<file path="src/design/ldst_pkg.sv">
`default_nettype none

package ldst_pkg;

    // access width, same coding as the pipeline mask
    typedef enum logic [1:0] {
        SZ_NONE = 2'd0,
        SZ_BYTE = 2'd1,
        SZ_HALF = 2'd2,
        SZ_WORD = 2'd3
    } size_e;

    typedef enum logic [1:0] {
        RESP_OKAY   = 2'd0,
        RESP_EXOKAY = 2'd1,
        RESP_SLVERR = 2'd2,
        RESP_DECERR = 2'd3
    } resp_e;

    typedef enum logic [2:0] {
        ST_IDLE = 3'd0,
        ST_AR   = 3'd1,
        ST_R    = 3'd2,
        ST_AW   = 3'd3,
        ST_W    = 3'd4,
        ST_B    = 3'd5
    } lsu_state_e;

    // single-beat channel payloads
    typedef struct packed {
        logic [31:0] addr;
        size_e       size;
    } ar_chan_t;

    typedef struct packed {
        logic [31:0] addr;
        size_e       size;
    } aw_chan_t;

    typedef struct packed {
        logic [31:0] data;
        logic [3:0]  strb;
    } w_chan_t;

    typedef struct packed {
        logic [31:0] data;
        resp_e       resp;
    } r_chan_t;

    typedef struct packed {
        resp_e resp;
    } b_chan_t;

    // mtime window, low word at 0x48 and high word at 0x4c
    localparam logic [31:0] CLINT_BASE = 32'h0200_0048;
    localparam logic [31:0] CLINT_END  = 32'h0200_004F;
    localparam logic [31:0] MEM_BASE   = 32'h8000_0000;

endpackage

`default_nettype wire

</file>
<file path="src/design/ldst_addr_dec.sv">
`timescale 1ns/1ps
`default_nettype none

module ldst_addr_dec #(
    parameter int MEM_WORDS = 1024
) (
    input  logic               clk,
    input  logic               rst_n,
    // upstream, facing the LSU
    input  logic               ar_valid,
    input  ldst_pkg::ar_chan_t ar,
    output logic               ar_ready,
    input  logic               aw_valid,
    input  ldst_pkg::aw_chan_t aw,
    output logic               aw_ready,
    input  logic               w_valid,
    input  ldst_pkg::w_chan_t  w,
    output logic               w_ready,
    output logic               r_valid,
    output ldst_pkg::r_chan_t  r,
    input  logic               r_ready,
    output logic               b_valid,
    output ldst_pkg::b_chan_t  b,
    input  logic               b_ready,
    // SRAM slave
    output logic               mem_ar_valid,
    output ldst_pkg::ar_chan_t mem_ar,
    input  logic               mem_ar_ready,
    output logic               mem_aw_valid,
    output ldst_pkg::aw_chan_t mem_aw,
    input  logic               mem_aw_ready,
    output logic               mem_w_valid,
    output ldst_pkg::w_chan_t  mem_w,
    input  logic               mem_w_ready,
    input  logic               mem_r_valid,
    input  ldst_pkg::r_chan_t  mem_r,
    output logic               mem_r_ready,
    input  logic               mem_b_valid,
    input  ldst_pkg::b_chan_t  mem_b,
    output logic               mem_b_ready,
    // CLINT slave
    output logic               clint_ar_valid,
    output ldst_pkg::ar_chan_t clint_ar,
    input  logic               clint_ar_ready,
    output logic               clint_aw_valid,
    output ldst_pkg::aw_chan_t clint_aw,
    input  logic               clint_aw_ready,
    output logic               clint_w_valid,
    output ldst_pkg::w_chan_t  clint_w,
    input  logic               clint_w_ready,
    input  logic               clint_r_valid,
    input  ldst_pkg::r_chan_t  clint_r,
    output logic               clint_r_ready,
    input  logic               clint_b_valid,
    input  ldst_pkg::b_chan_t  clint_b,
    output logic               clint_b_ready
);
    import ldst_pkg::*;

    typedef enum logic [1:0] {
        TGT_NONE  = 2'd0,
        TGT_MEM   = 2'd1,
        TGT_CLINT = 2'd2,
        TGT_ERR   = 2'd3
    } target_e;

    localparam logic [31:0] MEM_END = MEM_BASE + 32'(MEM_WORDS * 4) - 32'd1;

    target_e     route_q;
    target_e     dec_tgt;
    target_e     cur;
    logic [31:0] dec_addr;
    logic        addr_xfer;
    logic        resp_xfer;
    logic        err_r_valid;
    logic        err_w_pend;
    logic        err_b_valid;

    // only one of ar/aw is ever pending
    assign dec_addr = ar_valid ? ar.addr : aw.addr;

    always_comb begin
        if (dec_addr >= CLINT_BASE && dec_addr <= CLINT_END) begin
            dec_tgt = TGT_CLINT;
        end else if (dec_addr >= MEM_BASE && dec_addr <= MEM_END) begin
            dec_tgt = TGT_MEM;
        end else begin
            dec_tgt = TGT_ERR;
        end
    end

    // latched route wins once the address is accepted
    assign cur = (route_q != TGT_NONE) ? route_q : dec_tgt;

    assign addr_xfer = (ar_valid && ar_ready) || (aw_valid && aw_ready);
    assign resp_xfer = (r_valid && r_ready) || (b_valid && b_ready);

    always_ff @(posedge clk or negedge rst_n) begin
        if (!rst_n) begin
            route_q <= TGT_NONE;
        end else if (resp_xfer) begin
            route_q <= TGT_NONE;
        end else if (addr_xfer) begin
            route_q <= dec_tgt;
        end
    end

    // built-in responder for unmapped addresses
    always_ff @(posedge clk or negedge rst_n) begin
        if (!rst_n) begin
            err_r_valid <= 1'b0;
            err_w_pend  <= 1'b0;
            err_b_valid <= 1'b0;
        end else begin
            if (cur == TGT_ERR && ar_valid && ar_ready) begin
                err_r_valid <= 1'b1;
            end else if (err_r_valid && r_ready) begin
                err_r_valid <= 1'b0;
            end
            if (cur == TGT_ERR && aw_valid && aw_ready) begin
                err_w_pend <= 1'b1;
            end else if (err_w_pend && w_valid) begin
                err_w_pend  <= 1'b0;
                err_b_valid <= 1'b1;
            end else if (err_b_valid && b_ready) begin
                err_b_valid <= 1'b0;
            end
        end
    end

    // requests go to the selected slave only
    assign mem_ar_valid   = ar_valid && (cur == TGT_MEM);
    assign mem_aw_valid   = aw_valid && (cur == TGT_MEM);
    assign mem_w_valid    = w_valid && (cur == TGT_MEM);
    assign mem_r_ready    = r_ready && (cur == TGT_MEM);
    assign mem_b_ready    = b_ready && (cur == TGT_MEM);
    assign clint_ar_valid = ar_valid && (cur == TGT_CLINT);
    assign clint_aw_valid = aw_valid && (cur == TGT_CLINT);
    assign clint_w_valid  = w_valid && (cur == TGT_CLINT);
    assign clint_r_ready  = r_ready && (cur == TGT_CLINT);
    assign clint_b_ready  = b_ready && (cur == TGT_CLINT);

    assign mem_ar   = ar;
    assign mem_aw   = aw;
    assign mem_w    = w;
    assign clint_ar = ar;
    assign clint_aw = aw;
    assign clint_w  = w;

    always_comb begin
        ar_ready = 1'b0;
        aw_ready = 1'b0;
        w_ready  = 1'b0;
        r_valid  = 1'b0;
        r        = '0;
        b_valid  = 1'b0;
        b        = '0;
        case (cur)
            TGT_MEM: begin
                ar_ready = mem_ar_ready;
                aw_ready = mem_aw_ready;
                w_ready  = mem_w_ready;
                r_valid  = mem_r_valid;
                r        = mem_r;
                b_valid  = mem_b_valid;
                b        = mem_b;
            end
            TGT_CLINT: begin
                ar_ready = clint_ar_ready;
                aw_ready = clint_aw_ready;
                w_ready  = clint_w_ready;
                r_valid  = clint_r_valid;
                r        = clint_r;
                b_valid  = clint_b_valid;
                b        = clint_b;
            end
            TGT_ERR: begin
                ar_ready = !err_r_valid;
                aw_ready = !err_w_pend && !err_b_valid;
                w_ready  = err_w_pend;
                r_valid  = err_r_valid;
                r        = '{data: 32'd0, resp: RESP_DECERR};
                b_valid  = err_b_valid;
                b        = '{resp: RESP_DECERR};
            end
            default: ;
        endcase
    end

endmodule

`default_nettype wire

</file>
<file path="config.mk">
export PLATFORM = sky130hd
export DESIGN_NAME = ldst_addr_dec
export DESIGN_NICKNAME = d
export VERILOG_FILES = /design/src/design/ldst_pkg.sv /design/src/design/ldst_addr_dec.sv
export SDC_FILE = /design/constraint.sdc
export NUM_CORES = 1
export LEC_CHECK = 0
export BUFFER_PORTS_ARGS = -buffer_cell sky130_fd_sc_hd__buf_4
export CAP_MARGIN = 30
export CORE_AREA = 2 2 175 177
export DETAILED_ROUTE_END_ITERATION = 6
export DIE_AREA = 0 0 177 179
export SLEW_MARGIN = 25
export SYNTH_ARGS = -nofsm -noshare
export SYNTH_HDL_FRONTEND = slang
export SYNTH_SLANG_ARGS = --single-unit
</file>
<file path="constraint.sdc">
create_clock -name clk -period 4.2 [get_ports clk]
set_clock_uncertainty 0.05 [all_clocks]
set_input_delay 0.21 -clock clk [delete_from_list [all_inputs] [get_ports clk]]
set_output_delay 0.21 -clock clk [all_outputs]
set_load 0.02 [all_outputs]
</file>
==> qor.yml, run 1 <==
run_status: "complete, no violations"
synth.lib_cells_used.distinct: 43
final_hold_viol_count: 0
design.core.area_um2: 30030
std_cell_rows: 64
layout_worst_path_cycle_share_pct: 77.05
dominant_delay_contributor_by_cell_family_on_the_critical_path: "simple AND/OR/NAND/NOR gates"
max_slew.worst_pin.slew_ns: 0.7410
fmax_mhz: 309.0
max_slew_violation_total_from_the_final_report: 0
register_area_um2: 125.1
max_cap_violations: 0
synth_top_cell_by_area: "buf_4"
synthDominantCellAreaShare_pct: 59.09
layout.nets: 649
synth_most_common_cell: "buf_4"
hold_path.class: "input pin to flip-flop"
clock_sink_count: 5
synth.ff_latch_count: 5
grt_pass1_vias: 2323
worstSkewPairLatency_ns: 0.23
timing.hold.worst_path_depth: 2
netlist_area_um2: 2643
critical_path.startpoint_type: "input pin"
synth_enable_flop_cells: 0
multi_input_gate_area_um2: 873.3
cts-resized-gates: 0
initial_antenna_violation_count: 1
netlist_top_cells_count: "buf_4 (208), a22o_1 (33), inv_1 (11)"
most_used_flip_flop_cell_after_synthesis: "dfrtp_1"
report.final.setup_viol: 0
route.detailed.wl_per_inst_um: 14.49
grt_overflow_total: 0
dieArea_um2: 31680
place_hpwl_mm: 11.02
timing.critical_path.fanout_max: 36
drt_wl_total_mm: 12.35
start_util_pct: 8.800
syn_inst: 355
critical_path_required_ns: 3.94
cpMostUsedCell: "buf_4"
drt_pass1_iterations: 4
drc_errors: 0
synthesis.nets: 548
io_pins: 452
ys_seq_area_share_pct: 4.735
layout.filler_cells: 3431
worstRegToRegCells: 5
period_needed_ns: 3.236
p_per_area_nw_per_um2: 457.5
setup_total_negative_slack_ns: 0
drtAntennaViolNets: 0
worst_path_max_delay_cell: "nor4_1"
weighted_congestion_at_the_end_of_routability_driven_global_placement: 0.7070
clock_tree.buffer_depth: 2
synth.top_cells.by_area: "buf_4 (59%), a22o_1 (11%), dfrtp_1 (4.7%)"
clock_tree_from_tritoncts: "yes"
report.power.total_uw: 1826
cp_num_cells: 9
grt_first_pass_wirelength_mm: 15.64
port_buffers: 313
clkTransAtPathRegs_ns: 0.03
end_kind: "output port"
cts_made_buffers: 3
post_drt_via_cell_ratio: 3.056
worstPathArrival_ns: 2.98
maxSlewHeadroom_pct: 49.93
ir_worst_vdd_mv: 0.2661
yosys_warnings: 0
rsz0062_at_grt: "false"
drt_iter0_drc: 103
layout-drive-gt1-share_pct: 71.43
syn_to_final_growth_pct: 51.04
worstPathCellList: "buf_4 -> nor4_1 -> nand4_1 -> a211oi_1 -> nand2_1 -> a21oi_4 -> buf_4 -> a22o_1 -> buf_4"
critical-path-max-stage-delay_ns: 0.49
asyncSetResetFlopFracSynth_pct: 100.0
syn_area_per_cell_um2: 7.444
worstSetupPathType: "input pin to output port"
leakagePower_uw: 0.001964
die_height_um: 179
num_vias: 2604
path_buf_inv: 3
clk_root_buffer_cell: "clkbuf_16"
die_x_um: 177
grt.total_usage_pct: 6.787
maximum_number_of_pins_on_one_net_before_global_route_repair: 40
htreeDepth: 1
[power breakdown]
part	internal [µW]	total [µW]	switching (µW)
sequential	71.1	112	41.2
combinational	681	1560	876
clock	126	157	31.4
total	877	1830	949
[state kept, by name, indices dropped and copies added (netlist names)]
register and cells:
err_r_valid 1, err_b_valid 1, err_w_pend 1, route_q 2
[cell type report]
| type | instances | share of cell area, % |
|---|---|---|
| diodes | 1 | 0.06270 |
| clock buffers | 4 | 1.975 |
| inverters | 11 | 1.034 |
| multi-input cells | 119 | 21.88 |
| flip-flops and latches | 5 | 3.135 |
| well taps | 396 | 12.41 |
| repair buffers | 316 | 59.50 |
[metal layers]
layer | global-route usage (%) | share of wire, % | vias up
met4 | 2.273 | 2.6 | 0
met2 | 9.809 | 45 | 172
met1 | 9.176 | 42 | 1190
met3 | 2.545 | 10 | 41
met5 | 0 | 0 | -
li1 | - | - | 1201
[per-stage QoR]
stage	setup slack, ns	hold WS, ns	area (µm²)	util (%)	std cells
final	0.9640	0.1537	3991	13.29	852
after global routing	0.5126	0.1687	3989	13.28	851
after CTS	0.6915	0.1561	3989	13.28	851
after detailed placement	0.7068	-0.03090	3900	12.99	846
after global placement	0.7555	-0.03220	3900	12.99	846
after floorplan	1.770	-0.1356	2643	-	355
[what timing repair did]
action	4_1_cts	5_1_grt
hold buffers	1	0
hold endpoints to repair	5	0
setup buffers	0	0
[worst register-to-register path: cells and delay by family (launching register included)]
family / cells / cell delay [ns]
DFF: 1 / 0.51
AOI/OAI and AO/OA: 3 / 0.69
and+or+nand+nor: 2 / 0.64
[placed cells by master, fill, tap and decap left out, types with 3 or more instances in the layout]
master	n
clkbuf_16	3
o21ai_0	4
nand2_1	5
nor3_1	5
a22oi_1	8
and2_1	8
a21oi_1	3
nand4_1	3
nor2_1	9
inv_1	11
a22o_1	33
nor4_1	5
dfrtp_1	5
buf_4	315
[logic make-up (layout without fill, tap and decap cells)]
group / after synthesis / after routing / share of synthesized area [%]
buffers and inverters: 231 / 331 / 62.69
AO/OA/AOI/OAI: 64 / 64 / 20.08
AND/OR/NAND/NOR: 55 / 55 / 12.50
flip-flops: 5 / 5 / 4.735
other: 0 / 1 / 0
[worst paths after layout]
| path | endpoint | slack, ns | from |
|---|---|---|---|
| worst max-delay path | r[20] | 0.96 | ar[20] |
| worst min-delay path | err_r_valid | 0.15 | r_ready |
| worst max register to register | route_q[0] | 2.24 | route_q[1] |
| worst min register to register | err_b_valid | 0.49 | err_w_pend |
| max in group asynchronous | err_b_valid | 3.69 | rst_n |
| min in group asynchronous | route_q[0] | 0.30 | rst_n |
Note: power is estimated with default switching activity, not from simulation.
==> run 2: changes to the inputs <==
==> constraint.sdc (replaced) <==
create_clock -name clk -period 2.85 [get_ports clk]
set_clock_uncertainty 0.05 [all_clocks]
set_input_delay 0.1425 -clock clk [delete_from_list [all_inputs] [get_ports clk]]
set_output_delay 0.1425 -clock clk [all_outputs]
set_load 0.02 [all_outputs]
==> qor.yml, run 2 (same netlist as run 1, synthesis figures left out) <==
run_status: "complete, no violations"
worstRegToRegCells: 6
hold_path.class: "input pin to flip-flop"
p_per_area_nw_per_um2: 694.9
worstPathCellList: "buf_4 -> or4_1 -> o22a_1 -> a2111oi_4 -> nor2_1 -> nor2_4 -> buf_4 -> buf_12 -> a22o_1 -> buf_4"
timing.hold.worst_path_depth: 2
syn_to_final_growth_pct: 58.85
max_cap_violations: 0
die_height_um: 179
clk_root_buffer_cell: "clkbuf_16"
worst_path_max_delay_cell: "or4_1"
setup.worst_path.end: "r[20]"
largest-register: "route_q"
layout-drive-gt1-share_pct: 72.94
std_cell_rows: 64
dieArea_um2: 31680
period_needed_ns: 2.633
place_hpwl_mm: 11.28
drt_wl_total_mm: 12.57
cp_num_cells: 10
cpMostUsedCell: "buf_4"
grt_overflow_total: 0
htreeDepth: 1
max_slew.worst_pin.slew_ns: 0.4595
dominant_delay_contributor_by_cell_family_on_the_critical_path: "compound AO/OA/AOI/OAI gates"
leakagePower_uw: 0.002070
port_buffers: 313
reg2reg_from: "route_q[1]"
weighted_congestion_at_the_end_of_routability_driven_global_placement: 0.6869
design.core.area_um2: 30030
clock_tree.buffer_depth: 2
cts_setup_buffers: 0
globalRouteMet3Util_pct: 2.481
leading_cell_type_in_the_layout_fill_and_taps_excluded: "buf_4"
grt.met2_usage_pct: 10.00
final_critical_path_setup_slack_ns: 0.2174
busiest_layer: "met2"
clock_tree_from_tritoncts: "yes"
regToRegSetupSlack_ns: 0.92
ir_worst_vdd_mv: 0.3507
place_ws_ns: -0.07089
largest_register_ffs: 2
worstPathArrival_ns: 2.44
grt_pass1_vias: 2461
drtAntennaViolNets: 0
critical_path_required_ns: 2.66
report.final.setup_viol: 0
end_kind: "output port"
drt_iter0_drc: 116
rsz0062_at_grt: "false"
path_buf_inv: 4
report.power.total_uw: 2917
layout_common_cells: "buf_4 (329), a22o_1 (33), inv_1 (11)"
grt.total_usage_pct: 6.912
maxSlewHeadroom_pct: 69.29
clock_sink_count: 5
route.detailed.wl_per_inst_um: 14.44
post_drt_via_cell_ratio: 3.069
grt_first_pass_wirelength_mm: 16.15
final_hold_viol_count: 0
layout_worst_path_cycle_share_pct: 92.37
fmax_mhz: 379.9
timing.critical_path.from: "ar_valid"
worstSkewPairLatency_ns: 0.23
worstSetupPathType: "input pin to output port"
cts_made_buffers: 3
num_vias: 2670
grt_use_met1_pct: 9.314
drt_pass1_iterations: 4
die_x_um: 177
drc_errors: 0
critical_path.startpoint_type: "input pin"
timing.critical_path.fanout_max: 25
initial_antenna_violation_count: 1
layout.nets: 667
reg2reg_to: "route_q[1]"
maximum_number_of_pins_on_one_net_before_global_route_repair: 26
start_util_pct: 8.800
critical-path-max-stage-delay_ns: 0.52
io_pins: 452
max_slew_violation_total_from_the_final_report: 0
clkTransAtPathRegs_ns: 0.03
[run 2: metal layers]
metal | wire, µm | up-vias | part of all wire (%)
met4 | 372 | 0 | 3.0
met5 | 0 | - | 0
met1 | 5167 | 1210 | 41
li1 | - | 1237 | -
met2 | 5673 | 182 | 45
met3 | 1351 | 41 | 11
[run 2: report_power, final]
part	internal [µW]	switching (µW)	leakage, µW
Combinational	1180	1340	0.00197
Sequential	105	58.8	0.0000627
Clock	186	48.0	0.0000382
[run 2: cell type report]
cell class                      instances  area (µm²)
Fill cell                            3411       25830
Timing Repair Buffer                  334        2560
Multi-Input combinational cell        119       894.6
Tap cell                              396       495.5
Sequential cell                         5       125.1
Clock buffer                            4       78.83
Inverter                               11       41.29
Antenna cell                            1       2.502
[run 2: worst min path at each step]
stage                        from          end
after floorplan             rst_n  err_b_valid
after global placement      rst_n  err_b_valid
after detailed placement    rst_n   route_q[1]
after CTS                 w_valid   err_w_pend
after global routing      w_valid   err_w_pend
final                     w_valid   err_w_pend
[run 2: metrics by stage]
stage	area [µm²]	util (%)	setup TNS, ns	hold WS, ns	cells
2_1_floorplan	2643	-	0	-0.2031	355
3_3_place_gp	4085	13.60	-2.124	-0.1029	864
3_5_place_dp	4085	13.60	-1.387	-0.1040	864
4_1_cts	4187	13.94	0	0.08582	869
5_1_grt	4195	13.97	0	0.09385	869
6_report	4198	13.98	0	0.08569	870
[run 2: timing repair]
action / 4_1_cts / 5_1_grt
hold endpoints to repair: 5 / 0
setup endpoints to repair: 42 / 32
gates cloned: 0 / 0
pin swaps: 0 / 1
gates resized for setup: 2 / 1
hold buffers: 1 / 0
