`src/design/ldst_pkg.sv`:
```
`default_nettype none

package ldst_pkg;

    // access width, same coding as the pipeline mask
    typedef enum logic [1:0] {
        SZ_NONE = 2'd0,
        SZ_BYTE = 2'd1,
        SZ_HALF = 2'd2,
        SZ_WORD = 2'd3
    } size_e;

    typedef enum logic [1:0] {
        RESP_OKAY   = 2'd0,
        RESP_EXOKAY = 2'd1,
        RESP_SLVERR = 2'd2,
        RESP_DECERR = 2'd3
    } resp_e;

    typedef enum logic [2:0] {
        ST_IDLE = 3'd0,
        ST_AR   = 3'd1,
        ST_R    = 3'd2,
        ST_AW   = 3'd3,
        ST_W    = 3'd4,
        ST_B    = 3'd5
    } lsu_state_e;

    // single-beat channel payloads
    typedef struct packed {
        logic [31:0] addr;
        size_e       size;
    } ar_chan_t;

    typedef struct packed {
        logic [31:0] addr;
        size_e       size;
    } aw_chan_t;

    typedef struct packed {
        logic [31:0] data;
        logic [3:0]  strb;
    } w_chan_t;

    typedef struct packed {
        logic [31:0] data;
        resp_e       resp;
    } r_chan_t;

    typedef struct packed {
        resp_e resp;
    } b_chan_t;

    // mtime window, low word at 0x48 and high word at 0x4c
    localparam logic [31:0] CLINT_BASE = 32'h0200_0048;
    localparam logic [31:0] CLINT_END  = 32'h0200_004F;
    localparam logic [31:0] MEM_BASE   = 32'h8000_0000;

endpackage

`default_nettype wire

```
`src/design/ldst_lsu.sv`:
```
`timescale 1ns/1ps
`default_nettype none

module ldst_lsu (
    input  logic               clk,
    input  logic               rst_n,
    // pipeline side
    input  logic               ready,
    input  logic               ren,
    input  logic               wen,
    input  logic               sign,
    input  ldst_pkg::size_e    size,
    input  logic [31:0]        addr,
    input  logic [31:0]        wdata,
    output logic [31:0]        rdata,
    output logic               valid,
    output logic               fault,
    // bus side
    output logic               ar_valid,
    output ldst_pkg::ar_chan_t ar,
    input  logic               ar_ready,
    output logic               aw_valid,
    output ldst_pkg::aw_chan_t aw,
    input  logic               aw_ready,
    output logic               w_valid,
    output ldst_pkg::w_chan_t  w,
    input  logic               w_ready,
    input  logic               r_valid,
    input  ldst_pkg::r_chan_t  r,
    output logic               r_ready,
    input  logic               b_valid,
    input  ldst_pkg::b_chan_t  b,
    output logic               b_ready
);
    import ldst_pkg::*;

    lsu_state_e  state_q;
    lsu_state_e  state_d;
    logic [4:0]  lane_shift;
    logic [3:0]  strb;
    logic [31:0] load_shifted;
    logic [31:0] load_value;
    logic        r_xfer;
    logic        b_xfer;
    logic        valid_q;
    logic        fault_q;

    // responses are never stalled
    assign r_ready = 1'b1;
    assign b_ready = 1'b1;

    assign r_xfer = (state_q == ST_R) && r_valid && r_ready;
    assign b_xfer = (state_q == ST_B) && b_valid && b_ready;

    always_comb begin
        state_d = state_q;
        case (state_q)
            ST_IDLE: begin
                if (ready && ren) begin
                    state_d = ST_AR;
                end else if (ready && wen) begin
                    state_d = ST_AW;
                end
            end
            ST_AR: if (ar_ready) state_d = ST_R;
            ST_R:  if (r_xfer) state_d = ST_IDLE;
            ST_AW: if (aw_ready) state_d = ST_W;
            ST_W:  if (w_ready) state_d = ST_B;
            ST_B:  if (b_xfer) state_d = ST_IDLE;
            default: state_d = ST_IDLE;
        endcase
    end

    always_ff @(posedge clk or negedge rst_n) begin
        if (!rst_n) begin
            state_q <= ST_IDLE;
            valid_q <= 1'b0;
            fault_q <= 1'b0;
        end else begin
            state_q <= state_d;
            valid_q <= r_xfer || b_xfer;
            fault_q <= (r_xfer && r.resp != RESP_OKAY) || (b_xfer && b.resp != RESP_OKAY);
        end
    end

    // channel valids straight from the state register
    assign ar_valid = (state_q == ST_AR);
    assign aw_valid = (state_q == ST_AW);
    assign w_valid  = (state_q == ST_W);

    // pipeline holds addr and size until valid
    assign ar = '{addr: addr, size: size};
    assign aw = '{addr: addr, size: size};

    assign lane_shift = {addr[1:0], 3'b000};

    always_comb begin
        case (size)
            SZ_BYTE: strb = 4'b0001 << addr[1:0];
            SZ_HALF: strb = addr[1] ? 4'b1100 : 4'b0011;
            SZ_WORD: strb = 4'b1111;
            default: strb = 4'b0000;
        endcase
    end

    assign w = '{data: wdata << lane_shift, strb: strb};

    // load extraction, byte lane down to bit 0 then extend
    assign load_shifted = r.data >> lane_shift;

    always_comb begin
        case (size)
            SZ_BYTE: load_value = {{24{sign && load_shifted[7]}}, load_shifted[7:0]};
            SZ_HALF: load_value = {{16{sign && load_shifted[15]}}, load_shifted[15:0]};
            SZ_WORD: load_value = load_shifted;
            default: load_value = 32'd0;
        endcase
    end

    always_ff @(posedge clk or negedge rst_n) begin
        if (!rst_n) begin
            rdata <= 32'd0;
        end else if (r_xfer) begin
            rdata <= load_value;
        end
    end

    // no memory op means valid just mirrors the strobe
    assign valid = (ren || wen) ? valid_q : ready;
    assign fault = (ren || wen) && fault_q;

endmodule

`default_nettype wire

```
`config.mk`:
```
export PLATFORM = sky130hd
export DESIGN_NAME = ldst_lsu
export DESIGN_NICKNAME = d
export VERILOG_FILES = /design/src/design/ldst_pkg.sv /design/src/design/ldst_lsu.sv
export SDC_FILE = /design/constraint.sdc
export NUM_CORES = 1
export LEC_CHECK = 0
export ABC_CLOCK_PERIOD_IN_PS = 1840
export BUFFER_PORTS_ARGS = -buffer_cell sky130_fd_sc_hd__buf_4
export CAP_MARGIN = 20
export CORE_ASPECT_RATIO = 0.75
export CORE_MARGIN = 1.5
export CORE_UTILIZATION = 35
export DETAILED_ROUTE_END_ITERATION = 10
export PLACE_DENSITY = 0.71
export SYNTH_ARGS = -nofsm -noshare
export SYNTH_HDL_FRONTEND = slang
export SYNTH_SLANG_ARGS = --single-unit
```
`constraint.sdc`:
```
create_clock -name clk -period 1.84 [get_ports clk]
set_input_delay 0.184 -clock clk [delete_from_list [all_inputs] [get_ports clk]]
set_output_delay 0.184 -clock clk [all_outputs]
set_load 0.02 [all_outputs]
```
==> reports/metrics.yaml, run 1 <==
run_status:
  status: "complete, no violations"
logic_synthesis:
  synth-xor-area-share: 0
  yosysTopAreaCellShare: 0.2907
  synth_compound_area_frac: 0.1932
  seq_area_frac_synth: 0.2907
  synthMuxAreaShare: 0.1430
  synthTopCellsByCount: "buf_4 (74), dfrtp_1 (37), mux2i_1 (32), o21ai_0 (32), nand2_1 (31)"
  syn_avg_cell_area_sq_um: 8.518
  ys.flop_type: "dfrtp_1"
  synth_warnings: 0
  synthTopCellsByArea: "dfrtp_1 (29%), buf_4 (17%), mux2i_1 (10%)"
  synthSimpleGateAreaFrac: 0.1559
  synth_top_family_by_area: "buffers and inverters"
  yosys_register_bits: 37
  syn_inst: 374
  ys_types: 37
  synth_area_sq_um: 3186
  synth_top_area_cell: "dfrtp_1"
  synth-edff-count: 0
  synth.most_common_cell: "buf_4"
  synthArstFlopShare: 1.000
  synth_adder_area_share: 0
clock_tree:
  clkSinkCount: 37
  cts_tree: "built"
  cts_resized: 0
  clockBufferDepth: 2
  htreeDepth: 2
  clock_tree.root_cell: "clkbuf_16"
  clkTransAtPathRegs_ps: 50
  numCtsBuffers: 5
  clkLatencyLatePin_ps: 280
timing:
  fmax_mhz: 648.3
  setup_viol: 0
  period_share: 0.8383
  finalCriticalPeriod_ps: 1542
  final_hold_viol_count: 0
  skew_ps: 2.306
  fin_tns_setup_ps: 0
  rsz0062_at_grt: "false"
  slew_violations: 0
critical_path:
  r2r-start: "state_q[2]$_DFFE_PN0P_"
  ff2ff_path_depth: 4
  crit_start: "state_q[2]$_DFFE_PN0P_"
  endpoint_kind: "flop"
  path_max_fanout: 16
  max_stage_delay_ps: 450
  worstPathCellList: "nand4bb_1, nor2_1, o311a_4, a221o_1"
  crit_path_start_kind: "flop"
  worstPathRequired_ps: 2050
  worstReg2RegEnd: "rdata[19]$_DFFE_PN0P_"
  r2r_slack_ps: 300
  path_class: "flop to flop"
  critPathArrivalTime_ps: 1760
  crit_path_top_delay_cell: "dfrtp_1"
min_path:
  worstHoldStart: "aw_ready"
  min_to: "state_q[2]$_DFFE_PN0P_"
  holdPathStages: 2
  hp-class: "input pin to flop"
global_routing:
  grt_pass1_wl_microns: 15300
  gr-total-overflow: 0
  grt_max_degree: 38
  first_global_vias: 2912
  grt.total_usage: 0.2010
  antenna_found_initial: 0
place:
  place.gp.congestion: 0.8509
  numPortBuffers: 163
  post-dp-hpwl_microns: 7868
  dpl_cell_area_sq_um: 3969
power:
  clock_power_share: 0.183
  switchingPower_mw: 1.760
  internal_power_mw: 2.691
  peakVddDrop_mv: 0.5534
  sw_frac_of_total: 0.3955
  power.density_nw_per_um2: 1082
  p_seq_frac: 0.314
  power.leakage_nw: 2.055
  combPwrFrac: 0.503
routing:
  via_per_inst: 5.305
  drcViolationCount: 0
  drt_pass1_iterations: 4
  ant_nets: 0
  routedWlPerCell_microns: 17.94
  initialDrtViolationCount: 194
  drt_wl_total_microns: 10220
  vias: 3024
finish:
  area_growth_pct: 29.18
  nets: 574
  drive_above_1_share: 0.4264
  diodes: 0
  n_fill_cell: 825
  fin_area_sq_um: 4115
die:
  num_rows: 29
  core_sq_um: 8636
  dieArea_sq_um: 9689
  io-pin-count: 256
  start_util: 0.3689
  dieWidth_microns: 113.2
  dieHeight_microns: 85.62
job:
  cap_violations: 0
[critical path, delay by kind of cell (launching register included)]
family           cells  cell delay [ps]
flip-flops           1              450
AND/OR/NAND/NOR      2              500
AO/OA/AOI/OAI        2              510
[cell usage in the layout, fill, tap and decap left out, drive strengths merged]
cell           n
a211oi        10
a21oi         28
a221o         16
a22o           2
a32o           1
and2           8
and3           1
and4b          1
buf          176
clkbuf         8
conb           2
dfrtp         37
dlygate4sd3    1
inv            3
mux2          10
mux2i         32
mux4           1
nand2         31
nand2b         2
nand3          1
nand3b         8
nand4bb        1
nor2          25
nor2b         10
nor3           4
nor3b          2
nor4           1
o21ai         34
o22ai          2
o2bb2ai        1
o311a          1
or2            1
or3b           1
[metal layers]
layer,up-vias,part of all wire,global-route usage
met4,0,0.017,0.06250
li1,1416,-,-
met1,1420,0.43,0.2679
met3,19,0.11,0.07208
met5,-,0,0
met2,169,0.45,0.3058
[stage by stage]
stage / utilization / setup WS (ps) / total power, mW / hold slack [ps] / instances
after floorplan: - / 145.6 / 2.802 / -111.6 / 375
after global placement: 0.4596 / 305.5 / 3.612 / 174.1 / 561
after detailed placement: 0.4596 / 272.0 / 3.646 / 178.2 / 561
after CTS: 0.4765 / 292.5 / 4.477 / 146.9 / 570
after global routing: 0.4765 / 191.9 / 4.693 / 155.4 / 570
final: 0.4765 / 297.6 / 4.451 / 150.1 / 570
[power by group through the flow]
stage          Combinational [mW]  Sequential [mW]  Clock, mW
6_report                     2.24             1.40      0.814
5_1_grt                      2.40             1.43      0.861
4_1_cts                      2.25             1.39      0.830
3_5_place_dp                 2.25             1.40          0
3_3_place_gp                 2.21             1.40          0
2_1_floorplan                1.10             1.70          0
[layout make-up]
class	count	area, sq um	share of cell area
multi-input cells	237	1575	0.3828
inverters	3	11.26	0.002736
repair buffers	177	1331	0.3235
clock buffers	8	136.4	0.03314
well taps	108	135.1	0.03284
flip-flops and latches	37	925.9	0.2250
[cell families after synthesis]
group	count (synthesis)
mux	43
compound gates	95
simple gates	97
other cells	1
buf+inv	101
flops	37
[worst max path at each step]
stage                                        to  slack (ps)  cells past startpoint
after floorplan                           w[20]         150                      6
after global placement     rdata[6]$_DFFE_PN0P_         310                      5
after detailed placement  rdata[13]$_DFFE_PN0P_         270                      5
after CTS                 rdata[19]$_DFFE_PN0P_         290                      4
after global routing      rdata[19]$_DFFE_PN0P_         190                      4
final                     rdata[19]$_DFFE_PN0P_         300                      4
[flip-flops by register name (all words and copies together) (netlist names)]
register  flops
state_q       3
valid_q       1
fault_q       1
rdata        32
[repair_timing]
action | CTS | global route
endpoints found under the hold margin | 37 | 0
hold buffers | 1 | 0
setup buffers | 0 | 0
No activity file was read; power rests on OpenSTA's default activity.
==> inputs of run 2 (changes only) <==
Settings changed: ABC_CLOCK_PERIOD_IN_PS 1840 to 1450.
Clock period 1.84 ns to 1.45 ns, I/O delays scaled along.
==> reports/metrics.yaml, run 2 (synthesized netlist as in run 1, its figures left out) <==
routing:
  ant_nets: 0
  via_per_inst: 5.295
  drt_wl_total_microns: 10870
  vias: 3092
  drt_pass1_iterations: 4
  routedWlPerCell_microns: 18.62
  drcViolationCount: 0
  initialDrtViolationCount: 206
finish:
  largest_register_ffs: 32
  n_fill_cell: 803
  top_register: "rdata"
  drive_above_1_share: 0.4769
  area_growth_pct: 37.63
  reg_top3: "rdata x32, state_q x3"
  nets: 588
  final_util: 0.5077
  diodes: 0
  mostFrequentLayoutCell: "buf_4"
  most-common-layout-cells: "buf_4 (183), dfrtp_1 (37), mux2i_1 (32)"
clock_tree:
  clkLatencyLatePin_ps: 280
  clockBufferDepth: 2
  numCtsBuffers: 5
  post-cts-setup-buffers: 0
  clkSinkCount: 37
  cts_tree: "built"
  clkTransAtPathRegs_ps: 60
  clock_tree.root_cell: "clkbuf_16"
  htreeDepth: 2
place:
  post-dp-hpwl_microns: 7802
  numPortBuffers: 163
  place.gp.congestion: 0.8499
critical_path:
  crit_path_top_delay_cell: "dfrtp_1"
  max_stage_delay_ps: 370
  path_max_fanout: 8
  path_class: "flop to flop"
  worstReg2RegEnd: "rdata[30]$_DFFE_PN0P_"
  r2r-start: "state_q[0]$_DFFE_PN0P_"
  endpoint_kind: "flop"
  critPathArrivalTime_ps: 1630
  cpLargestDelayFamily: "simple AND/OR/NAND/NOR gates"
  crit_path_start_kind: "flop"
  ff2ff_path_depth: 5
  r2r_slack_ps: 40
  worstPathCellList: "nand4bb_4, buf_4, nor3_2, buf_6, a221o_1"
  worstPathRequired_ps: 1670
  cp.buffers_inverters: 2
die:
  io-pin-count: 256
  num_rows: 29
  dieWidth_microns: 113.2
  core_sq_um: 8636
  start_util: 0.3689
  dieHeight_microns: 85.62
  dieArea_sq_um: 9689
min_path:
  hp-class: "input pin to flop"
  worstHoldStart: "r[28]"
  min_to: "rdata[26]$_DFFE_PN0P_"
  holdPathStages: 2
power:
  power.leakage_nw: 2.176
  peakVddDrop_mv: 0.9204
  power.density_nw_per_um2: 1395
  power_mw: 6.115
global_routing:
  grt_pass1_wl_microns: 16440
  antenna_found_initial: 0
  grt.total_usage: 0.2160
  grt_max_degree: 38
  first_global_vias: 3024
  gr-total-overflow: 0
timing:
  holdWs_ps: 114.2
  final_hold_viol_count: 0
  skew_ps: 3.587
  fmax_mhz: 709.5
  slew_violations: 0
  period_share: 0.9721
  setup_viol: 0
  finalCriticalPeriod_ps: 1409
  rsz0062_at_grt: "false"
run_status:
  status: "complete, no violations"
job:
  cap_violations: 0
==> run 2: cell count changes in the layout (fill, tap and decap cells not counted), sizes merged <==
cell,change
buf,+12
o311a,+1
bufinv,+1
==> run 2: worst register-to-register path, delay by kind of cell, from the launching register on <==
family,cells,cell delay (ps)
simple gates,2,450
flops,1,370
buf+inv,2,360
compound gates,1,160
==> run 2: report_power, final <==
group          leakage, nW  total (mW)  internal, mW  switching (mW)
sequential           0.491        1.77          1.47           0.304
clock               0.0841        1.29         0.859           0.428
combinational         1.60        3.05          1.42            1.63
==> run 2: how the worst max path moves through the flow <==
stage                     cells after the start                    from                    end
final                                         5  state_q[0]$_DFFE_PN0P_  rdata[30]$_DFFE_PN0P_
after global routing                          4  state_q[0]$_DFFE_PN0P_  rdata[22]$_DFFE_PN0P_
after CTS                                     7                 addr[0]                  w[26]
after detailed placement                      7                 addr[1]  rdata[10]$_DFFE_PN0P_
after global placement                        7                 addr[1]  rdata[10]$_DFFE_PN0P_
after floorplan                               6                 addr[0]                  w[30]
==> run 2: through the flow <==
step                      setup TNS (ps)  instance area (sq um)  std cells  setup WS [ps]
after floorplan                   -159.6                   3237        375         -34.32
after global placement            -26.21                   4119        573         -17.51
after detailed placement          -294.9                   4119        573         -74.13
after CTS                              0                   4338        583          14.92
after global routing                   0                   4384        584          4.779
final                                  0                   4384        584          40.50
==> run 2: layer usage <==
metal | vias up | track usage | routed length (microns)
met5 | - | 0 | 0
met4 | 0 | 0.07955 | 228
met3 | 26 | 0.07562 | 973
met2 | 153 | 0.3284 | 5023
met1 | 1456 | 0.2845 | 4647
li1 | 1457 | - | -
==> run 2: layout make-up <==
cell class | count | area [sq um] | share of cell area
clock inverters | 1 | 30.03 | 0.006849
flip-flops and latches | 37 | 925.9 | 0.2112
repair buffers | 190 | 1483 | 0.3382
inverters | 3 | 11.26 | 0.002568
clock buffers | 7 | 142.6 | 0.03253
well taps | 108 | 135.1 | 0.03082
multi-input cells | 238 | 1657 | 0.3779
==> run 2: timing repair <==
| action | 4_1_cts | 5_1_grt |
|---|---|---|
| hold buffers | 1 | 0 |
| endpoints found under the setup margin | 4 | 16 |
| hold endpoints to repair | 37 | 0 |
| resized for setup | 5 | 6 |
| cloned | 1 | 1 |
| pin swaps | 1 | 0 |
==> inputs of run 3 (changes only) <==
Settings changed: ABC_CLOCK_PERIOD_IN_PS 1450 to 1470, CORE_ASPECT_RATIO 0.75 to 0.8.
Clock period 1.45 ns to 1.47 ns, I/O delays scaled along.
==> reports/metrics.yaml, run 3 (synthesized netlist as in run 1, its figures left out) <==
timing:
  finalCriticalPeriod_ps: 1422
  setup_viol: 0
  period_share: 0.9677
  slew-limit-headroom: 0.4823
  fmax_mhz: 703.0
  worst_slew_pin_slew_ps: 769.4
  skew_ps: 8.855
  final_hold_viol_count: 0
  slew_violations: 0
critical_path:
  max_stage_delay_ps: 370
  cp.buffers_inverters: 0
  ff2ff_path_depth: 4
  path_class: "flop to flop"
  critPathArrivalTime_ps: 1640
  crit_start: "state_q[2]$_DFFE_PN0P_"
  r2r_slack_ps: 50
  worstPathCellList: "nand4bb_4, nor2_4, o311a_2, a221o_1"
  crit_path_start_kind: "flop"
  cp.depth: 4
  critical_path.endpoint: "rdata[21]$_DFFE_PN0P_"
  cpLargestDelayFamily: "simple AND/OR/NAND/NOR gates"
  worstReg2RegEnd: "rdata[21]$_DFFE_PN0P_"
  path_max_fanout: 8
  r2r-start: "state_q[2]$_DFFE_PN0P_"
  crit_path_top_delay_cell: "dfrtp_1"
  worstPathRequired_ps: 1690
  endpoint_kind: "flop"
power:
  peakVddDrop_mv: 0.8585
  power.leakage_nw: 2.149
  power.density_nw_per_um2: 1342
  power_mw: 5.786
global_routing:
  grt_util_met2: 0.2863
  gr-total-overflow: 0
  grt_max_degree: 38
  use_met1: 0.2992
  use_met3: 0.07511
  antenna_found_initial: 0
  first_global_vias: 2887
  grt.total_usage: 0.2068
  top_usage_layer: "met1"
  grt_pass1_wl_microns: 15240
routing:
  drt_pass1_iterations: 6
  initialDrtViolationCount: 230
  ant_nets: 0
  via_per_inst: 5.351
  drcViolationCount: 0
  routedWlPerCell_microns: 18.74
  vias: 3109
  drt_wl_total_microns: 10890
clock_tree:
  clkSinkCount: 37
  clkTransAtPathRegs_ps: 60
  clock_tree.root_cell: "clkbuf_16"
  htreeDepth: 2
  cts_tree: "built"
  clockBufferDepth: 2
  numCtsBuffers: 5
  clkLatencyLatePin_ps: 280
  post-cts-setup-buffers: 0
place:
  dpl_cell_area_sq_um: 4040
  numPortBuffers: 163
  placedCellCount: 570
  place.gp.congestion: 0.8190
  post-dp-hpwl_microns: 8136
finish:
  most-common-layout-cells: "buf_4 (173), dfrtp_1 (37), mux2i_1 (32)"
  reg_top3: "rdata x32, state_q x3"
  final_util: 0.4971
  drive_above_1_share: 0.4520
  diodes: 0
  top_register: "rdata"
  nets: 581
  fin_area_sq_um: 4310
  stdcell_count: 581
  mostFrequentLayoutCell: "buf_4"
  n_fill_cell: 814
  regArea_sq_um: 925.9
  area_growth_pct: 35.31
  largest_register_ffs: 32
  multi_input_area_sq_um: 1637
min_path:
  hp-class: "input pin to flop"
die:
  io-pin-count: 256
  dieHeight_microns: 88.33
  num_rows: 30
  start_util: 0.3674
  dieWidth_microns: 109.7
  dieArea_sq_um: 9686
  core_sq_um: 8671
job:
  cap_violations: 0
run_status:
  status: "complete, no violations"
-- run 3: cell types whose count changed in the layout (fill, tap and decap cells not counted), sizes merged --
cell / change
buf: -7
bufinv: -1
clkbuf: -2
clkinv: +2
clkinvlp: +1
-- run 3: power by group --
group	internal (mW)	switching, mW
combinational	1.39	1.62
sequential	1.45	0.287
clock	0.621	0.418
-- run 3: stage by stage --
| step | TNS [ps] | setup slack [ps] | hold WS (ps) |
|---|---|---|---|
| 4_1_cts | 0 | 2.253 | 112.8 |
| 3_5_place_dp | -433.6 | -51.91 | 137.6 |
| 3_3_place_gp | 0 | 20.13 | 129.0 |
| 2_1_floorplan | -542.6 | -139.1 | -148.6 |
| 5_1_grt | -21.94 | -13.10 | 116.5 |
| 6_report | 0 | 47.55 | 115.8 |
-- run 3: cell type report --
cell class                 count  share of cell area
sequential                    37              0.2148
multi-input combinational    238              0.3797
timing repair buffer         183              0.3373
inverter                       3            0.002612
clock buffer                   5             0.02903
tap                          112             0.03251
clock inverter                 3            0.004064
-- run 3: how the worst min path moves through the flow --
stage                                  endpoint  startpoint  cells after the start  slack, ps
after detailed placement  rdata[27]$_DFFE_PN0P_       rst_n                      1        140
final                     rdata[27]$_DFFE_PN0P_       r[29]                      2        120
after CTS                 rdata[24]$_DFFE_PN0P_       r[26]                      2        110
after global placement    rdata[28]$_DFFE_PN0P_       rst_n                      1        130
after global routing      rdata[24]$_DFFE_PN0P_       r[26]                      2        120
after floorplan               fault_q$_DFF_PN0_       rst_n                      0       -150
-- run 3: timing repair --
item | CTS | global route
cloned | 0 | 2
hold buffers | 1 | 0
gates resized for setup | 5 | 13
hold endpoints to repair | 37 | 0
setup endpoints to repair | 12 | 42
pin swaps | 0 | 3
-- run 3: routing by layer --
metal	share of wire	up-vias
met5	0	-
met2	0.44	178
met3	0.11	10
met4	0.013	0
met1	0.44	1475
li1	-	1446
