### config.mk
export PLATFORM = sky130hd
export DESIGN_NAME = ldst_clint
export DESIGN_NICKNAME = d
export VERILOG_FILES = /design/src/design/ldst_pkg.sv /design/src/design/ldst_clint.sv
export SDC_FILE = /design/constraint.sdc
export NUM_CORES = 1
export LEC_CHECK = 0
export ABC_AREA = 1
export BUFFER_PORTS_ARGS = -buffer_cell sky130_fd_sc_hd__buf_2
export CORE_ASPECT_RATIO = 2
export CORE_MARGIN = 2
export CORE_UTILIZATION = 49
export CTS_BUF_LIST = sky130_fd_sc_hd__clkbuf_2
export DETAILED_ROUTE_END_ITERATION = 10
export PLACE_DENSITY_LB_ADDON = 0.25
export SLEW_MARGIN = 20
export SYNTH_ARGS = -nofsm -noshare
export SYNTH_HDL_FRONTEND = slang
export SYNTH_SLANG_ARGS = --single-unit
### constraint.sdc
create_clock -name clk -period 1.4 [get_ports clk]
set_input_delay 0 -clock clk [delete_from_list [all_inputs] [get_ports clk]]
set_output_delay 0 -clock clk [all_outputs]
set_load 0.1 [all_outputs]
### src/design/ldst_pkg.sv
`default_nettype none

package ldst_pkg;

    // access width, same coding as the pipeline mask
    typedef enum logic [1:0] {
        SZ_NONE = 2'd0,
        SZ_BYTE = 2'd1,
        SZ_HALF = 2'd2,
        SZ_WORD = 2'd3
    } size_e;

    typedef enum logic [1:0] {
        RESP_OKAY   = 2'd0,
        RESP_EXOKAY = 2'd1,
        RESP_SLVERR = 2'd2,
        RESP_DECERR = 2'd3
    } resp_e;

    typedef enum logic [2:0] {
        ST_IDLE = 3'd0,
        ST_AR   = 3'd1,
        ST_R    = 3'd2,
        ST_AW   = 3'd3,
        ST_W    = 3'd4,
        ST_B    = 3'd5
    } lsu_state_e;

    // single-beat channel payloads
    typedef struct packed {
        logic [31:0] addr;
        size_e       size;
    } ar_chan_t;

    typedef struct packed {
        logic [31:0] addr;
        size_e       size;
    } aw_chan_t;

    typedef struct packed {
        logic [31:0] data;
        logic [3:0]  strb;
    } w_chan_t;

    typedef struct packed {
        logic [31:0] data;
        resp_e       resp;
    } r_chan_t;

    typedef struct packed {
        resp_e resp;
    } b_chan_t;

    // mtime window, low word at 0x48 and high word at 0x4c
    localparam logic [31:0] CLINT_BASE = 32'h0200_0048;
    localparam logic [31:0] CLINT_END  = 32'h0200_004F;
    localparam logic [31:0] MEM_BASE   = 32'h8000_0000;

endpackage

`default_nettype wire

### src/design/ldst_clint.sv
`timescale 1ns/1ps
`default_nettype none

module ldst_clint (
    input  logic               clk,
    input  logic               rst_n,
    input  logic               ar_valid,
    input  ldst_pkg::ar_chan_t ar,
    output logic               ar_ready,
    output logic               r_valid,
    output ldst_pkg::r_chan_t  r,
    input  logic               r_ready,
    input  logic               aw_valid,
    input  ldst_pkg::aw_chan_t aw,
    output logic               aw_ready,
    input  logic               w_valid,
    input  ldst_pkg::w_chan_t  w,
    output logic               w_ready,
    output logic               b_valid,
    output ldst_pkg::b_chan_t  b,
    input  logic               b_ready
);
    import ldst_pkg::*;

    logic [63:0] mtime;
    logic [31:0] r_data_q;
    logic        aw_done;

    // free-running, never written from the bus
    always_ff @(posedge clk or negedge rst_n) begin
        if (!rst_n) begin
            mtime <= 64'd0;
        end else begin
            mtime <= mtime + 64'd1;
        end
    end

    assign ar_ready = !r_valid;
    assign aw_ready = !aw_done && !b_valid;
    assign w_ready  = aw_done;

    always_ff @(posedge clk or negedge rst_n) begin
        if (!rst_n) begin
            r_valid <= 1'b0;
            aw_done <= 1'b0;
            b_valid <= 1'b0;
        end else begin
            if (ar_valid && ar_ready) begin
                r_valid <= 1'b1;
            end else if (r_ready) begin
                r_valid <= 1'b0;
            end
            if (aw_valid && aw_ready) begin
                aw_done <= 1'b1;
            end else if (w_valid && w_ready) begin
                aw_done <= 1'b0;
                b_valid <= 1'b1;
            end else if (b_ready) begin
                b_valid <= 1'b0;
            end
        end
    end

    // bit 2 picks 0x4c, the high word
    always_ff @(posedge clk) begin
        if (ar_valid && ar_ready) begin
            r_data_q <= ar.addr[2] ? mtime[63:32] : mtime[31:0];
        end
    end

    assign r = '{data: r_data_q, resp: RESP_OKAY};
    // mtime is read-only here
    assign b = '{resp: RESP_SLVERR};

endmodule

`default_nettype wire

==> results of run 1 <==
[layer usage]
layer	share of wire [%]	track usage, %
met1	37	31.9
met2	53	49.6
met3	3.1	3.51
met4	6.1	16.5
met5	0	0
[placed cells by master (no fill, tap or decap), drive strengths merged]
cell / synthesis / routed
nand2: 228 / 228
buf: 5 / 145
nor2: 135 / 135
dfrtp: 67 / 67
inv: 66 / 64
o21ai: 42 / 42
edfxtp: 32 / 32
xor2: 30 / 30
a21oi: 13 / 13
nand3: 12 / 12
clkbuf: 6 / 10
nand4: 8 / 8
dlygate4sd3: 0 / 8
clkinv: 0 / 5
conb: 2 / 4
nand3b: 3 / 3
xnor2: 2 / 2
clkinvlp: 0 / 2
bufinv: 0 / 2
diode: 0 / 1
mux2: 1 / 1
ha: 1 / 1
[kinds of logic after synthesis]
logic type               after synthesis  share of synthesized area (%)
flip-flops                            99                           51.2
other                                  2                          0.146
adder cells (fa/ha/maj)                1                          0.243
multiplexers                           1                          0.219
AND/OR/NAND/NOR                      386                           31.5
AO/OA/AOI/OAI                         55                           5.35
XOR/XNOR                              32                           5.44
buffers and inverters                 77                           5.91
[layout make-up]
| cell class | instances | area, µm² |
|---|---|---|
| diodes | 1 | 2.50 |
| multi-input cells | 479 | 2590 |
| clock inverters | 7 | 92.6 |
| well taps | 137 | 171 |
| flip-flops and latches | 99 | 2650 |
| repair buffers | 154 | 1280 |
| fillers | 886 | 3260 |
| inverters | 66 | 258 |
| clock buffers | 9 | 45.0 |
[power groups by stage]
| stage | clock, mW | combinational, mW | sequential [mW] |
|---|---|---|---|
| final | 1.58 | 1.42 | 3.17 |
| after floorplan | 0 | 0.310 | 3.89 |
| after detailed placement | 0 | 1.19 | 3.22 |
| after global routing | 1.72 | 1.47 | 3.18 |
| after global placement | 0 | 1.19 | 3.21 |
| after CTS | 1.63 | 1.39 | 3.17 |
[registers in the layout, indices dropped and copies added, names as in the netlist]
name,flops
mtime,64
w_ready,1
r_data_q,32
r_valid,1
b_valid,1
[worst max-delay path, delay by kind of cell, from the launching register on]
family                   cells  cell delay (ns)
AO/OA/AOI/OAI                1             0.14
flip-flops                   1             0.45
AND/OR/NAND/NOR              6             0.72
adder cells (fa/ha/maj)      1             0.20
[worst paths after layout]
kind	endpoint	slack [ns]	depth (start not counted)
max in group asynchronous	mtime[31]	0.55	4
setup / recovery	mtime[54]	-0.17	8
hold reg to reg	mtime[3]	0.52	1
min in group asynchronous	mtime[36]	0.51	4
setup reg to reg	mtime[54]	-0.17	8
hold / removal	w_ready	0.09	3
[timing repair]
item                                    4_1_cts  5_1_grt
gates resized for setup                     103       57
pin swaps                                    28       23
hold endpoints to repair                    110        0
cloned                                        0        2
hold buffers                                  8        0
endpoints found under the setup margin       88       89
buffers inserted                             14       11
==> qor.txt, run 1 <==
==============================================================================
Result of the run ............................................... complete, but fails checks
Failing checks .................................................. setup timing
Final period demand of the worst path ...........................      1.57 ns
Layout overhead on the synthesized area .........................        37.5%
Post-detail-place hpwl ..........................................      11.4 mm
Cells along the critical path ................................... ha_2, nand2_2, nor2_4, nand2_2, nor2_4, nand2_2, o21ai_1, nand2_1
Required time at the worst-slack endpoint .......................      1.92 ns
Vias per std cell ...............................................         4.98
Maximum net fanout on the critical path .........................            4
Primary FF master, synth ........................................      dfrtp_1
Most Frequent Cell on Critical Path .............................      nand2_2
Kind of critical path ...........................................   reg -> reg
Crit path largest cell delay ....................................      0.45 ns
Number of remaining DRC errors ..................................            0
Worst hold slack ................................................    0.0928 ns
Cells after DPL .................................................          900
Post-Syn Area ...................................................     5150 µm²
Maximum capacitance violations ..................................            0
Relative contribution of the clock network to total power .......        25.6%
CTS H-tree lvls .................................................            3
Count leader, synth .............................................      nand2_1
Gpl congestion ..................................................        0.929
Wire length of the first global-routing pass ....................      24.0 mm
Relative contribution of sequential cells to total power ........        51.4%
Clk sinks .......................................................           99
Switching power summed over all nets ............................      2.14 mW
Non-filler instance count after layout ..........................          952
Ratio of cells with drive above 1 in the final layout ...........        33.9%
Type of element capturing the critical path .....................     register
Count of warnings emitted by yosys ..............................            0
Number of enable-type register cells in the synthesized netlist .           32
Startpoint kind of the worst setup timing path ..................     register
Worst path arrival time .........................................      2.09 ns
Detailed router's first-iteration violation count ...............          255
Root buffer cell ................................................     clkbuf_2
Synthesized flop and latch total ................................           99
Wire per inst ...................................................      16.4 µm
Final count of negative-setup-slack endpoints ...................           55
Total track usage ...............................................        27.9%
Final cycle utilization of the critical path ....................         112%
Number of hold-slack violations in the final timing report ......            0
Async set-or-reset flop fraction in the synthesized netlist .....        67.7%
Total core area .................................................    10300 µm²
Placement Rows ..................................................           53
Width of the die ................................................      76.5 µm
Area of all placed cells without fillers ........................     7080 µm²
Unique masters post-synth .......................................           24
Average instance area after synthesis ...........................     7.88 µm²
Startpoint of the worst register-to-register path ...............     mtime[0]
Initial antenna violation count .................................            1
Maximum buffer depth of the clock tree ..........................            2
Quantity of I/O buffers inserted on ports .......................           44
Final wirelength ................................................      15.6 mm
Fraction of the yosys area taken by sequential cells ............        51.2%
Nets@finish .....................................................          921
Max-slew violation total from the final report ..................            0
Congestion Overflow GR ..........................................            0
Clock Latency Late Sink .........................................      0.59 ns
Peak supply drop ................................................      1.17 mV
Start point of the critical path ................................     mtime[0]
Die H ...........................................................       149 µm
Unrepaired setup endpoints after global routing .................         true
Area after DPL ..................................................     6140 µm²
Maximum number of pins on one net before global-route repair ....           68
Highest-delay cell along the critical path ......................      dfrtp_1
Int Pwr .........................................................      4.02 mW
Post-layout utilization of the core .............................        68.5%
Reg clk slew, reported paths ....................................      0.26 ns
Worst setup skew after layout ...................................    0.0278 ns
Synth area leader ...............................................      dfrtp_1
Combinational power share .......................................        23.0%
Drt pass-1 iters ................................................            5
Starting Density ................................................        49.8%
Highest achievable clock rate ...................................    0.636 GHz
Commonest cells post-synth ...................................... 218 x nand2_1, 120 x nor2_1, 67 x dfrtp_1, 66 x inv_1, 32 x edfxtp_1
Power density over the cells ....................................   870 nW/µm²
Overall die area ................................................    11400 µm²
Final ANT Viol Nets .............................................            0
Worst setup timing slack at the placement stage .................    -0.264 ns
Aggregate negative setup slack ..................................     -4.81 ns
Biggest area contributors in the synthesized netlist ............ dfrtp_1 33%, edfxtp_1 19%, nand2_1 16%
Area share of the largest cell type after synthesis .............        32.6%
Number of ports placed on the die boundary ......................          152
Number of buffers inserted during clock tree synthesis ..........            9
Number of instances in the synthesized netlist ..................          653
Power consumption ...............................................      6.16 mW
Min-delay src ...................................................      w_valid
Class of the tightest hold or removal check .....................    in -> reg
Vias ............................................................         4738
Clock tree from TritonCTS .......................................        built
Vias in the first global route ..................................         4792
Final WS setup ..................................................    -0.173 ns
Switching share of total power ..................................        34.7%
Leak Pwr ........................................................      3.20 nW
==============================================================================
No activity file was read; power rests on OpenSTA's default activity.
==> run 2, diff against run 1 <==
ABC_AREA = default   (was 1)
CORE_UTILIZATION = 52   (was 49)
clock period = 1.8 ns   (was 1.4 ns; I/O delays follow)
==> qor.txt, run 2 <==
==================================================================================
Final period demand of the worst path ...............................      2.05 ns
Number of buffers inserted during clock tree synthesis ..............            9
Startpoint kind of the worst setup timing path ......................     register
Worst path arrival time .............................................      2.57 ns
Cells after DPL .....................................................          562
Quantity of I/O buffers inserted on ports ...........................           44
Class of the tightest hold or removal check .........................  in -> async
Failing checks ...................................................... setup timing
Placement Rows ......................................................           47
Cell family with most CP delay ...................................... simple AND/OR/NAND/NOR gates
Biggest area contributors in the synthesized netlist ................ dfrtp_1 38%, edfxtp_1 22%, xor2_1 7.5%
Area of the multi-input gates .......................................     2060 µm²
Maximum buffer depth of the clock tree ..............................            2
Congestion Overflow GR ..............................................            0
Final count of negative-setup-slack endpoints .......................           34
Final WS setup ......................................................    -0.252 ns
Total core area .....................................................     8290 µm²
Max-slew violation total from the final report ......................            0
Worst Tran Pin Value ................................................     0.873 ns
Critical Path Stages ................................................            7
Final wirelength ....................................................      10.8 mm
Max-slew headroom ...................................................        41.8%
Final ANT Viol Nets .................................................            0
Fraction of the yosys area taken by sequential cells ................        59.7%
Highest-delay cell along the critical path ..........................        or4_4
Mux cell area share after synthesis .................................        7.14%
Most common cell after layout, fill and taps aside ..................        buf_4
Vias per std cell ...................................................         5.35
Number of ports placed on the die boundary ..........................          152
Leak Pwr ............................................................      3.06 nW
Result of the run ................................................... complete, but fails checks
Post-Syn Area .......................................................     4420 µm²
Count of buffer and inverter cells on the critical path .............            1
Post-Synth XOR/XNOR Area ............................................        12.3%
Commonest cells after routing, fill and taps aside .................. 74 x buf_4, 66 x dfrtp_1, 44 x buf_2
Count leader, synth .................................................      dfrtp_1
Kind of critical path ...............................................   reg -> reg
Final cycle utilization of the critical path ........................         114%
Commonest cells post-synth .......................................... 67 x dfrtp_1, 38 x xor2_1, 32 x edfxtp_1, 28 x mux2_2
Aggregate negative setup slack ......................................     -3.05 ns
Worst setup skew after layout .......................................    0.0295 ns
Count of warnings emitted by yosys ..................................            0
Clock tree from TritonCTS ...........................................        built
Total track usage ...................................................        23.4%
Adder-cell share of the synthesized area ............................       0.283%
Die H ...............................................................       134 µm
Synth area leader ...................................................      dfrtp_1
Layout overhead on the synthesized area .............................        36.6%
Count of cells along the worst register-to-register path ............            7
Simple-gate area share of the yosys netlist .........................        16.5%
Ratio of cells with drive above 1 in the final layout ...............        46.0%
Non-filler instance count after layout ..............................          606
Overall die area ....................................................     9290 µm²
Power density over the cells ........................................   710 nW/µm²
Peak supply drop ....................................................     0.496 mV
Reg clk slew, reported paths ........................................      0.25 ns
CTS H-tree lvls .....................................................            3
Drt pass-1 iters ....................................................            4
Detailed router's first-iteration violation count ...................          113
Flip-flop count of the largest register, all copies and words added .           64
Highest achievable clock rate .......................................    0.487 GHz
Required time at the worst-slack endpoint ...........................      2.32 ns
Crit path largest cell delay ........................................      0.48 ns
Clock Latency Late Sink .............................................      0.59 ns
Cells along the critical path ....................................... ha_2, nand4_1, or4_4, or3_4, buf_4, nor2_4, xnor2_1
Fill cell total of the finished layout ..............................          559
Average instance area after synthesis ...............................     12.2 µm²
Type of element capturing the critical path .........................     register
Number of remaining DRC errors ......................................            0
Area share of the largest cell type after synthesis .................        37.9%
Wire per inst .......................................................      17.8 µm
Post-detail-place hpwl ..............................................      7.07 mm
Nets@finish .........................................................          614
Unrepaired setup endpoints after global routing .....................         true
Synthesized flop and latch total ....................................           99
Width of the die ....................................................      69.2 µm
Number of instances in the synthesized netlist ......................          362
Power consumption ...................................................      4.29 mW
Largest register by flop count ......................................        mtime
Largest regs ........................................................ mtime (64), r_data_q (32)
Maximum number of pins on one net before global-route repair ........           37
Starting Density ....................................................        53.3%
Maximum net fanout on the critical path .............................            5
Unique masters post-synth ...........................................           32
Gpl congestion ......................................................        0.893
Clk sinks ...........................................................           99
Root buffer cell ....................................................     clkbuf_2
Primary FF master, synth ............................................      dfrtp_1
Register area .......................................................     2640 µm²
Synthesized-area fraction occupied by ao, oa, aoi and oai cells .....       0.850%
Vias in the first global route ......................................         3498
Vias ................................................................         3245
Maximum capacitance violations ......................................            0
Initial antenna violation count .....................................            1
Largest family of logic cells by synthesized area ................... simple AND/OR/NAND/NOR gates
Number of enable-type register cells in the synthesized netlist .....           32
Number of hold-slack violations in the final timing report ..........            0
Wire length of the first global-routing pass ........................      16.7 mm
Async set-or-reset flop fraction in the synthesized netlist .........        67.7%
==================================================================================
## run 2: layer usage
metal / vias up / part of all wire, % / global-route usage (%)
li1: 1523 / - / -
met5: - / 0 / 0
met3: 26 / 2.8 / 4.43
met1: 1618 / 37 / 24.4
met2: 78 / 57 / 43.8
met4: 0 / 3.3 / 11.5
## run 2: area by class of cell
class / count / area share [%]
tap: 98 / 2.03
timing repair buffer: 140 / 17.4
clock buffer: 12 / 0.995
inverter: 16 / 1.06
multi-input combinational: 236 / 34.1
sequential: 99 / 43.7
antenna: 1 / 0.0415
clock inverter: 4 / 0.705
## run 2: kinds of logic after synthesis
family,count (synthesis)
and+or+nand+nor,134
adders and majority gates,1
buffers and inverters,29
AOI/OAI and AO/OA,7
xor gates and xnor gates,62
muxes,28
DFF,99
other,2
## run 2: repair_timing
action | CTS | global route
hold endpoints to repair | 97 | 0
cloned | 0 | 1
setup buffers | 6 | 13
pin swaps | 11 | 40
resized for setup | 28 | 58
hold buffers | 9 | 0
endpoints found under the setup margin | 45 | 48
## run 2: worst register-to-register path, cell delays in order (launching register included)
cell	delay, ns
dfrtp_1	0.42
ha_2	0.18
nand4_1	0.13
or4_4	0.48
or3_4	0.41
buf_4	0.16
nor2_4	0.07
xnor2_1	0.14
## run 2: metrics by stage
step,worst slack (ns),utilization (%),cell area (µm²),hold slack (ns)
2_1_floorplan,-0.160,-,4450,-0.296
3_3_place_gp,-0.177,63.6,5270,0.144
3_5_place_dp,-0.273,63.6,5270,0.161
4_1_cts,-0.205,68.0,5640,0.0143
5_1_grt,-0.277,72.8,6040,0.0343
6_report,-0.252,72.8,6040,0.00722
## run 2: report_power, final
group / internal [mW] / switching, mW / total (mW)
registers: 2.39 / 0.0347 / 2.43
logic: 0.127 / 0.689 / 0.816
clock network: 0.327 / 0.715 / 1.04
total: 2.85 / 1.44 / 4.29
## run 2: path summary, 6_finish.rpt
| check | start | to | slack [ns] |
|---|---|---|---|
| max | mtime[0] | mtime[42] | -0.25 |
| min | rst_n | mtime[31] | 0.007 |
| max reg2reg | mtime[0] | mtime[42] | -0.25 |
| min reg2reg | mtime[63] | mtime[63] | 0.49 |
| max in group asynchronous | rst_n | mtime[12] | 1.10 |
| min in group clk | aw_valid | w_ready | 0.14 |
==> run 3, diff against run 2 <==
ABC_AREA = 1   (was default)
CORE_UTILIZATION = 54   (was 52)
==> qor.txt, run 3 (same netlist as run 1, synthesis figures left out) <==
==================================================================================
Final count of negative-setup-slack endpoints .......................            0
Type of element capturing the critical path .........................     register
Maximum net fanout on the critical path .............................            5
Wire length of the first global-routing pass ........................      21.5 mm
Detailed router's first-iteration violation count ...................          257
Gpl congestion ......................................................        0.970
Die H ...............................................................       142 µm
Width of the die ....................................................      73.0 µm
Worst setup timing slack at the placement stage .....................    0.0710 ns
Initial antenna violation count .....................................            1
Leak Pwr ............................................................      2.43 nW
Root buffer cell ....................................................     clkbuf_2
Number of hold-slack violations in the final timing report ..........            0
Highest achievable clock rate .......................................    0.585 GHz
Class of the tightest hold or removal check .........................    in -> reg
Number of remaining DRC errors ......................................            0
Largest register by flop count ......................................        mtime
Reg clk slew, reported paths ........................................      0.26 ns
Maximum buffer depth of the clock tree ..............................            2
Final cycle utilization of the critical path ........................        95.0%
Placement Rows ......................................................           50
Max-slew violation total from the final report ......................            0
Power density over the cells ........................................   771 nW/µm²
Congestion Overflow GR ..............................................            0
Final period demand of the worst path ...............................      1.71 ns
Layout overhead on the synthesized area .............................        12.7%
Post-layout utilization of the core .................................        62.3%
Final WS setup ......................................................    0.0905 ns
Worst path arrival time .............................................      2.20 ns
Clock Latency Late Sink .............................................      0.59 ns
Vias ................................................................         4379
Maximum capacitance violations ......................................            0
Max-slew headroom ...................................................        62.3%
Number of buffers inserted during clock tree synthesis ..............            9
Total core area .....................................................     9320 µm²
Cells along the critical path ....................................... ha_2, nand2_1, nor2_4, nand3_1, inv_1, nand2_1, o21ai_0, nand2_1
Post-detail-place hpwl ..............................................      10.8 mm
Final ANT Viol Nets .................................................            0
Starting Density ....................................................        55.2%
Number of ports placed on the die boundary ..........................          152
Vias per std cell ...................................................         5.30
Worst Tran Pin Value ................................................     0.566 ns
Unrepaired setup endpoints after global routing .....................         true
Overall die area ....................................................    10400 µm²
Flip-flop count of the largest register, all copies and words added .           64
Most common cell after layout, fill and taps aside ..................      nand2_1
Clk sinks ...........................................................           99
Worst setup skew after layout .......................................    0.0296 ns
Most Frequent Cell on Critical Path .................................      nand2_1
Kind of critical path ...............................................   reg -> reg
Nets@finish .........................................................          829
Required time at the worst-slack endpoint ...........................      2.29 ns
CTS H-tree lvls .....................................................            3
Area after DPL ......................................................     5550 µm²
Crit path largest cell delay ........................................      0.44 ns
Peak supply drop ....................................................     0.585 mV
Fill cell total of the finished layout ..............................          853
Maximum number of pins on one net before global-route repair ........           36
Quantity of I/O buffers inserted on ports ...........................           44
Drt pass-1 iters ....................................................            5
Result of the run ................................................... finished, final reports clean
Ratio of cells with drive above 1 in the final layout ...............        14.1%
Final wirelength ....................................................      13.5 mm
Largest regs ........................................................ mtime (64), r_data_q (32)
Highest-delay cell along the critical path ..........................      dfrtp_1
Total track usage ...................................................        28.1%
Vias in the first global route ......................................         4416
Commonest cells after routing, fill and taps aside .................. 216 x nand2_1, 119 x nor2_1, 64 x inv_1, 64 x dfrtp_1, 44 x buf_2
Clock tree from TritonCTS ...........................................        built
Wire per inst .......................................................      16.3 µm
Startpoint kind of the worst setup timing path ......................     register
Area of all placed cells without fillers ............................     5800 µm²
==================================================================================
-- run 3: cell types whose count changed in the layout (fill, tap and decap cells not counted), sizes merged, moves of 18 or more --
| cell | delta |
|---|---|
| o21ai | +36 |
| nand2 | +201 |
| mux2 | -27 |
| xnor2 | -22 |
| nor2 | +108 |
| buf | -79 |
| nor3 | -18 |
| inv | +49 |
-- run 3: timing repair --
action | in CTS | in global routing
endpoints found under the hold margin | 95 | 0
pin swaps | 1 | 2
setup buffers | 2 | 2
endpoints found under the setup margin | 2 | 14
gates cloned | 0 | 0
hold buffers | 10 | 0
gates resized for setup | 0 | 6
-- run 3: metal layers --
metal | vias to the layer above | part of all wire (%) | global-route usage, %
met5 | - | 0 | 0
met4 | 0 | 7.7 | 21.3
met3 | 56 | 3.6 | 4.25
met2 | 149 | 54 | 48.9
met1 | 2025 | 35 | 29.2
li1 | 2149 | - | -
-- run 3: area by class of cell --
| type | instances | area [µm²] | share of cell area, % |
|---|---|---|---|
| multi-input combinational | 479 | 2230 | 38.4 |
| sequential | 99 | 2640 | 45.6 |
| tap | 104 | 130 | 2.24 |
| inverter | 66 | 255 | 4.40 |
| timing repair buffer | 62 | 430 | 7.42 |
| clock inverter | 5 | 56.3 | 0.970 |
| antenna | 1 | 2.50 | 0.0431 |
| clock buffer | 11 | 55.1 | 0.949 |
-- run 3: worst paths after layout --
path                            startpoint        end  slack [ns]  cells after the start
worst min-delay path              aw_valid    w_ready        0.25                      4
worst min register to register    mtime[0]   mtime[0]        0.52                      1
max in group asynchronous            rst_n  mtime[45]        0.87                      4
worst max register to register    mtime[1]  mtime[58]        0.09                      8
worst max-delay path              mtime[1]  mtime[58]        0.09                      8
min in group asynchronous            rst_n   mtime[6]        0.37                      3
-- run 3: stage by stage --
step	TNS (ns)	std cells	total power [mW]	hold slack, ns
floorplan	-13.26	655	3.25	-0.296
global placement	0	796	3.40	-0.130
detailed placement	0	796	3.42	-0.125
CTS	0	824	4.50	0.226
global route	-0.0421	827	4.62	0.261
finish	0	827	4.48	0.248
-- run 3: critical path: cells and delay by family (launching register included) --
family / cells / cell delay (ns)
buf+inv: 1 / 0.11
simple gates: 5 / 0.65
compound gates: 1 / 0.20
flops: 1 / 0.44
fa+ha+maj: 1 / 0.20
-- run 3: power breakdown --
group	switching (mW)	internal (mW)
sequential	0.0357	2.41
clock	0.730	0.331
combinational	0.824	0.147
